--- src/logic/modexp_arith_pkg.sv ---
//--------------------------------------------------
// operand width default and counter sizing for the
// modular exponentiation datapath
//--------------------------------------------------

`default_nettype none

package modexp_arith_pkg;

    // operand width in bits, R = 2^WIDTH
    parameter int DEFAULT_WIDTH = 32;

    // width of a counter holding 0 .. width
    function automatic int bit_count_width(input int width);
        int bits;
        bits = $clog2(width + 1);
        if (bits < 1) begin
            bits = 1;
        end
        return bits;
    endfunction

endpackage

`default_nettype wire

--- src/logic/modexp_ctrl_pkg.sv ---
//--------------------------------------------------
// multiplication step codes and sequencer states
//--------------------------------------------------

`default_nettype none

package modexp_ctrl_pkg;

    // which product is computed and where it lands
    typedef enum logic [2:0] {
        OP_TO_MONT   = 3'd0,
        OP_INIT_ACC  = 3'd1,
        OP_SQUARE    = 3'd2,
        OP_MULTIPLY  = 3'd3,
        OP_FROM_MONT = 3'd4
    } mm_op_t;

    typedef enum logic [2:0] {
        IDLE      = 3'd0,
        TO_MONT   = 3'd1,
        INIT_ACC  = 3'd2,
        SQUARE    = 3'd3,
        MULTIPLY  = 3'd4,
        FROM_MONT = 3'd5,
        FINISH    = 3'd6
    } seq_state_t;

endpackage

`default_nettype wire

--- src/logic/exp_sequencer.sv ---
//--------------------------------------------------
// square-and-multiply FSM over the exponent bits,
// msb first
//--------------------------------------------------

`timescale 1ns/1ns
`default_nettype none

module exp_sequencer
    import modexp_arith_pkg::*;
    import modexp_ctrl_pkg::*;
#(
    parameter int WIDTH = DEFAULT_WIDTH
) (
    input  logic             clk,
    input  logic             rst_n,
    input  logic             start,
    input  logic [WIDTH-1:0] y,
    input  logic             mm_done,
    output logic             load,
    output logic             mm_start,
    output mm_op_t           mm_op,
    output logic             busy,
    output logic             done
);

    localparam int CW = bit_count_width(WIDTH);

    seq_state_t       state;
    logic [WIDTH-1:0] exp_q;
    logic [CW-1:0]    bit_cnt;
    logic             issue_q;
    logic             accept;
    logic             last_bit;
    logic             bit_end;

    assign accept   = start && (state == IDLE);
    assign last_bit = (bit_cnt == CW'(WIDTH - 1));

    // last step of the current exponent bit
    assign bit_end = mm_done &&
                     (((state == SQUARE) && !exp_q[WIDTH-1]) || (state == MULTIPLY));

    assign load     = accept;
    assign mm_start = issue_q;
    assign busy     = (state != IDLE);
    assign done     = (state == FINISH);

    always_comb begin
        case (state)
            TO_MONT:  mm_op = OP_TO_MONT;
            INIT_ACC: mm_op = OP_INIT_ACC;
            SQUARE:   mm_op = OP_SQUARE;
            MULTIPLY: mm_op = OP_MULTIPLY;
            default:  mm_op = OP_FROM_MONT;
        endcase
    end

    //--------------------------------------------------
    // exponent shift register and bit counter
    //--------------------------------------------------
    always_ff @(posedge clk or negedge rst_n) begin
        if (!rst_n) begin
            exp_q   <= '0;
            bit_cnt <= '0;
        end else if (accept) begin
            exp_q   <= y;
            bit_cnt <= '0;
        end else if (bit_end) begin
            exp_q   <= exp_q << 1;
            bit_cnt <= bit_cnt + 1'b1;
        end
    end

    //--------------------------------------------------
    // step FSM
    //--------------------------------------------------
    always_ff @(posedge clk or negedge rst_n) begin
        if (!rst_n) begin
            state   <= IDLE;
            issue_q <= 1'b0;
        end else begin
            issue_q <= 1'b0;
            case (state)
                IDLE: begin
                    if (accept) begin
                        state   <= TO_MONT;
                        issue_q <= 1'b1;
                    end
                end
                TO_MONT: begin
                    if (mm_done) begin
                        state   <= INIT_ACC;
                        issue_q <= 1'b1;
                    end
                end
                INIT_ACC: begin
                    if (mm_done) begin
                        state   <= SQUARE;
                        issue_q <= 1'b1;
                    end
                end
                SQUARE, MULTIPLY: begin
                    if (mm_done) begin
                        issue_q <= 1'b1;
                        if (!bit_end) begin
                            // top bit set, multiply before moving on
                            state <= MULTIPLY;
                        end else if (last_bit) begin
                            state <= FROM_MONT;
                        end else begin
                            state <= SQUARE;
                        end
                    end
                end
                FROM_MONT: begin
                    if (mm_done) begin
                        state <= FINISH;
                    end
                end
                default: begin
                    state <= IDLE;
                end
            endcase
        end
    end

endmodule

`default_nettype wire

--- src/logic/modexp_top.sv ---
//--------------------------------------------------
// modular exponentiation top, result = x^y mod m
//--------------------------------------------------

`timescale 1ns/1ns
`default_nettype none

module modexp_top
    import modexp_arith_pkg::*;
    import modexp_ctrl_pkg::*;
#(
    parameter int WIDTH = DEFAULT_WIDTH
) (
    input  logic             clk,
    input  logic             rst_n,
    input  logic             start,
    input  logic [WIDTH-1:0] x,
    input  logic [WIDTH-1:0] y,
    input  logic [WIDTH-1:0] m,
    input  logic [WIDTH-1:0] r2,
    output logic             busy,
    output logic             done,
    output logic [WIDTH-1:0] result
);

    logic             load;
    logic             mm_start;
    logic             mm_done;
    mm_op_t           mm_op;
    logic [WIDTH-1:0] op_a;
    logic [WIDTH-1:0] op_b;
    logic [WIDTH-1:0] modulus;
    logic [WIDTH-1:0] product;

    exp_sequencer #(.WIDTH(WIDTH)) u_seq (
        .clk      (clk),
        .rst_n    (rst_n),
        .start    (start),
        .y        (y),
        .mm_done  (mm_done),
        .load     (load),
        .mm_start (mm_start),
        .mm_op    (mm_op),
        .busy     (busy),
        .done     (done)
    );

    operand_bank #(.WIDTH(WIDTH)) u_bank (
        .clk     (clk),
        .rst_n   (rst_n),
        .load    (load),
        .x       (x),
        .m       (m),
        .r2      (r2),
        .mm_op   (mm_op),
        .mm_done (mm_done),
        .product (product),
        .op_a    (op_a),
        .op_b    (op_b),
        .modulus (modulus),
        .acc     (result)
    );

    mont_mul #(.WIDTH(WIDTH)) u_mm (
        .clk      (clk),
        .rst_n    (rst_n),
        .mm_start (mm_start),
        .op_a     (op_a),
        .op_b     (op_b),
        .modulus  (modulus),
        .mm_done  (mm_done),
        .product  (product)
    );

endmodule

`default_nettype wire

--- src/logic/mont_mul.sv ---
//--------------------------------------------------
// bit-serial radix-2 Montgomery multiplier
// product = a * b * 2^-WIDTH mod modulus
//--------------------------------------------------

`timescale 1ns/1ns
`default_nettype none

module mont_mul
    import modexp_arith_pkg::*;
#(
    parameter int WIDTH = DEFAULT_WIDTH
) (
    input  logic             clk,
    input  logic             rst_n,
    input  logic             mm_start,
    input  logic [WIDTH-1:0] op_a,
    input  logic [WIDTH-1:0] op_b,
    input  logic [WIDTH-1:0] modulus,
    output logic             mm_done,
    output logic [WIDTH-1:0] product
);

    localparam int CW = bit_count_width(WIDTH);

    logic [WIDTH-1:0] a_q;
    logic [WIDTH-1:0] b_q;
    logic [WIDTH-1:0] m_q;
    logic [WIDTH+1:0] sum_q;
    logic [CW-1:0]    cnt_q;
    logic             active_q;
    logic [WIDTH+1:0] sum_b;
    logic [WIDTH+1:0] sum_m;
    logic [WIDTH+1:0] diff;
    logic             iter_done;

    assign iter_done = (cnt_q == CW'(WIDTH));

    // one radix-2 step: add b if bit set, make even, halve
    always_comb begin
        sum_b = sum_q + (a_q[0] ? {2'b00, b_q} : '0);
        sum_m = sum_b + (sum_b[0] ? {2'b00, m_q} : '0);
    end

    // final subtraction, sum is below 2m here
    assign diff    = sum_q - {2'b00, m_q};
    assign product = (sum_q >= {2'b00, m_q}) ? diff[WIDTH-1:0] : sum_q[WIDTH-1:0];
    assign mm_done = active_q && iter_done;

    always_ff @(posedge clk or negedge rst_n) begin
        if (!rst_n) begin
            active_q <= 1'b0;
            cnt_q    <= '0;
        end else if (mm_start) begin
            active_q <= 1'b1;
            cnt_q    <= '0;
        end else if (active_q) begin
            if (iter_done) begin
                active_q <= 1'b0;
            end else begin
                cnt_q <= cnt_q + 1'b1;
            end
        end
    end

    // operand and running sum registers
    always_ff @(posedge clk) begin
        if (mm_start) begin
            a_q   <= op_a;
            b_q   <= op_b;
            m_q   <= modulus;
            sum_q <= '0;
        end else if (active_q && !iter_done) begin
            a_q   <= a_q >> 1;
            sum_q <= sum_m >> 1;
        end
    end

endmodule

`default_nettype wire

--- src/logic/operand_bank.sv ---
//--------------------------------------------------
// operand registers, per-step operand select and
// product write-back
//--------------------------------------------------

`timescale 1ns/1ns
`default_nettype none

module operand_bank
    import modexp_arith_pkg::*;
    import modexp_ctrl_pkg::*;
#(
    parameter int WIDTH = DEFAULT_WIDTH
) (
    input  logic             clk,
    input  logic             rst_n,
    input  logic             load,
    input  logic [WIDTH-1:0] x,
    input  logic [WIDTH-1:0] m,
    input  logic [WIDTH-1:0] r2,
    input  mm_op_t           mm_op,
    input  logic             mm_done,
    input  logic [WIDTH-1:0] product,
    output logic [WIDTH-1:0] op_a,
    output logic [WIDTH-1:0] op_b,
    output logic [WIDTH-1:0] modulus,
    output logic [WIDTH-1:0] acc
);

    localparam logic [WIDTH-1:0] ONE = WIDTH'(1);

    logic [WIDTH-1:0] m_q;
    logic [WIDTH-1:0] r2_q;
    logic [WIDTH-1:0] x_q;
    logic [WIDTH-1:0] x_mont_q;
    logic [WIDTH-1:0] acc_q;

    // job constants, captured once per start
    always_ff @(posedge clk) begin
        if (load) begin
            m_q  <= m;
            r2_q <= r2;
            x_q  <= x;
        end
    end

    // x in montgomery form
    always_ff @(posedge clk) begin
        if (mm_done && (mm_op == OP_TO_MONT)) begin
            x_mont_q <= product;
        end
    end

    // accumulator, also the visible result
    always_ff @(posedge clk or negedge rst_n) begin
        if (!rst_n) begin
            acc_q <= '0;
        end else if (mm_done && (mm_op != OP_TO_MONT)) begin
            acc_q <= product;
        end
    end

    //--------------------------------------------------
    // operand select per step
    //--------------------------------------------------
    always_comb begin
        case (mm_op)
            OP_TO_MONT: begin
                op_a = x_q;
                op_b = r2_q;
            end
            OP_INIT_ACC: begin
                // r2 * R^-1 = R mod m
                op_a = r2_q;
                op_b = ONE;
            end
            OP_SQUARE: begin
                op_a = acc_q;
                op_b = acc_q;
            end
            OP_MULTIPLY: begin
                op_a = acc_q;
                op_b = x_mont_q;
            end
            default: begin
                op_a = acc_q;
                op_b = ONE;
            end
        endcase
    end

    assign modulus = m_q;
    assign acc     = acc_q;

endmodule

`default_nettype wire

--- config.mk ---
export PLATFORM = sky130hd
export DESIGN_NAME = modexp_top
export DESIGN_NICKNAME = d
export VERILOG_FILES = /design/src/logic/modexp_arith_pkg.sv /design/src/logic/modexp_ctrl_pkg.sv /design/src/logic/exp_sequencer.sv /design/src/logic/modexp_top.sv /design/src/logic/mont_mul.sv /design/src/logic/operand_bank.sv
export SDC_FILE = /design/constraint.sdc
export NUM_CORES = 1
export LEC_CHECK = 0
export BUFFER_PORTS_ARGS = -buffer_cell sky130_fd_sc_hd__buf_2
export CAP_MARGIN = 15
export CORE_AREA = 3 3 182 184
export DETAILED_ROUTE_END_ITERATION = 8
export DIE_AREA = 0 0 185 187
export GPL_TIMING_DRIVEN = 1
export PLACE_DENSITY = 0.88
export SLEW_MARGIN = 20
export SYNTH_ARGS = -nofsm -noshare
export SYNTH_HDL_FRONTEND = slang
export SYNTH_SLANG_ARGS = --single-unit
--- constraint.sdc ---
create_clock -name clk -period 5.35 [get_ports clk]
set_input_delay 0.8025 -clock clk [delete_from_list [all_inputs] [get_ports clk]]
set_output_delay 0.8025 -clock clk [all_outputs]
set_load 0.005 [all_outputs]
==> run metrics <==
DR vias/cell=6.255; Cell Area, Synth=18960 um2; First-pass DRT Iterations=6; Max clock buf depth=3; CP arrival=5530 ps; Initial Util=0.6009; Overflow after GRT=0; Top reg by flops=u_mm.sum_q; synthesis-stage register bit count=338; multi-input logic area=9015 um2; Layout fillers=2374; FF+latch area=9419 um2; Critical Path Source=u_mm.a_q[0]; root buf cell=clkbuf_16; CTS sink cnt=338; async set-or-reset flop fraction in the synthesized netlist=0.2396; fraction of layout cells with a size suffix above 1=0.1414; Final Hold Fails=0; Slew Viols, Final=0; Cell Pwr Density=252.2 nW/um2; synthesized area per cell=10.04 um2; chip width=185 um; CTS Buf Count=36; n_diodes=0; Overall Global Routing Usage=0.2854; row cnt=65; Iteration-0 DRC Markers=1141; Critical Path Fanout Max=8; EDFF count, synth=224; Min Hold Slack=319.7 ps; area grow syn2layout=12.85%; Cells after Synth=1889; clk slew on worst S/H paths=60 ps; skew final=15.05 ps; Clock Latency Late Sink=530 ps; Peak VDD IR=262.0 uV; leakage=9.091 nW; Placer Congestion=0.9730; Worst Setup End Kind=register; final setup vio count=0; # hold bufs at CTS=0; Worst Max-Slew Pin Slew=1021 ps; Yosys warnings=0; global-route wire length before repair=79.05 mm; Final nets=2256; kind of critical path=register to register; initial antenna violation count=0; final core utilization=0.6781; vias in the first global route=15.23k; CP bufs+invs=0; max FFs per register=33; Slew HR=0.3166; CTS tree=built; period utilisation layout=0.9572; overall power=5.397 mW; htree depth=2; post-route ant nets=0; Die Y-Extent=187 um; WL per Instance=20.49 um; WL final=50.26 mm; Startpoint Class=register; CORE AREA=31560 um2; sequential fraction of the synthesis area=0.4965; status=finished, final reports clean; Tmin final=5121 ps; die area=34600 um2; Crit Reg-Reg Startpoint=u_mm.a_q[0]; synthesized net count=2121; Synth cell types=80; CP Cell Sequence=and2_1 > ha_1 > fa_1 > a21oi_2 > o211ai_1 > o2111ai_2 > a31oi_1 > o21a_1 > nor2_2 > o2111ai_1 > a21oi_1 > xnor2_1 > ha_1 > a21o_1 > or3_1 > or3_4 > a31o_1 > a21oi_2 > o21ai_0 > a221o_1; slowest CP cell=edfxtp_1; slowest stage delay, CP=470 ps; Max Freq=195.3 MHz; number of remaining DRC errors=0; Top FF cell, synth=edfxtp_1; max cap viols=0; Worst path top cell family by delay=compound AO/OA/AOI/OAI gates; Port Buf Inserts=164; post-DP HPWL=36.27 mm; Crit path required time=5760 ps; Vias=15.34k; largest net degree at the start of global routing=82; HP Class=input pin to async pin; I/O pins=165
==> synth_stat cells (9+ instances only) <==
cell	instances	area, um2
dfrtp_1	81	2027
a21oi_1	114	570.6
dfxtp_1	33	660.6
nor3_1	25	125.1
a22oi_1	34	255.2
nor2_1	147	551.8
a21o_1	46	345.3
mux2i_1	64	640.6
or3_1	12	75.07
buf_2	14	70.07
a211oi_1	12	90.09
o21ai_0	137	685.7
nand2_1	232	870.8
o211ai_1	12	90.09
xor2_1	28	245.2
a31oi_1	66	412.9
edfxtp_1	224	6726
and2_1	73	456.7
nand4_1	26	162.7
clkbuf_1	71	266.5
o21bai_1	9	67.56
xnor2_1	48	420.4
inv_1	63	236.5
nand2b_1	12	75.07
ha_1	98	1226
and3_1	11	68.82
o21a_1	19	142.6
nand3_1	47	235.2
==> report_power, final <==
group          internal [mW]  switching [mW]
clock network           1.49            1.03
registers               2.79          0.0108
logic                 0.0442          0.0361
total                   4.32            1.07
==> worst paths after layout <==
path                                   to  slack [ps]  cells past startpoint
min                         u_bank.acc[7]         320                      1
max                        u_mm.sum_q[28]         230                     20
min in group clk             u_mm.m_q[11]         410                      0
max in group asynchronous  u_seq.mm_start        4470                      1
max reg2reg                u_mm.sum_q[28]         230                     20
min reg2reg                  u_mm.m_q[11]         410                      0
==> metrics by stage <==
| stage | setup slack (ps) | cell area [um2] | instances | TNS (ps) |
|---|---|---|---|---|
| floorplan | 589.5 | 18960 | 1889 | 0 |
| detailed placement | 129.9 | 20160 | 2387 | 0 |
| global placement | 311.1 | 20160 | 2387 | 0 |
| CTS | 90.28 | 21360 | 2452 | 0 |
| global route | -1.353 | 21400 | 2453 | -1.962 |
| finish | 229.0 | 21400 | 2453 | 0 |
==> worst reg2reg max path, stage by stage (launching register included) <==
cell       delay, ps
edfxtp_1         470
and2_1           190
ha_1             240
fa_1             460
a21oi_2          190
o211ai_1         200
o2111ai_2        300
a31oi_1          120
o21a_1           200
nor2_2           150
o2111ai_1        140
a21oi_1          190
xnor2_1          140
ha_1             310
a21o_1           220
or3_1            310
or3_4            360
a31o_1           260
a21oi_2          160
o21ai_0           90
a221o_1          290
==> final cells by class <==
| type | count | area share |
|---|---|---|
| clock buffers | 54 | 0.05005 |
| flip-flops and latches | 338 | 0.4402 |
| clock inverters | 11 | 0.005906 |
| well taps | 402 | 0.02351 |
| inverters | 63 | 0.01105 |
| repair buffers | 189 | 0.04801 |
| multi-input cells | 1396 | 0.4213 |
==> kinds of logic (layout without fill, tap and decap cells) <==
family / Yosys count / count (layout) / share of synthesized area
compound gates: 520 / 520 / 0.1752
xor+xnor: 76 / 76 / 0.03511
fa+ha+maj: 101 / 101 / 0.06784
buf+inv: 155 / 317 / 0.03181
flops: 338 / 338 / 0.4965
mux: 69 / 69 / 0.03676
simple gates: 630 / 630 / 0.1568
==> per-layer routing <==
layer / wire length, um / vias up / GRT usage
met5: 0 / - / 0
met4: 2676 / 0 / 0.1414
met3: 3203 / 165 / 0.03987
met2: 24890 / 693 / 0.4898
met1: 19490 / 7288 / 0.3522
li1: - / 7197 / -
==> repair_timing <==
item	4_1_cts	5_1_grt
endpoints found under the hold margin	0	0
buffers inserted	0	1
resized for setup	0	8
setup endpoints to repair	0	8
==> cells in the final DEF, fill, tap and decap left out, types with 26 or more instances in the layout <==
master     netlist  final
inv_1           63     63
dfxtp_1         33     33
xor2_1          28     28
nand2_1        232    232
o21ai_0        137    134
edfxtp_1       224    224
a31oi_1         66     65
buf_2           14    163
nand4_1         26     26
mux2i_1         64     64
nor2_1         147    141
a21oi_1        114    113
a21o_1          46     46
ha_1            98     98
a22oi_1         34     34
dfrtp_1         81     79
clkbuf_16        0     38
nand3_1         47     47
and2_1          73     73
xnor2_1         48     48
Power figures use the tool's default switching activity.
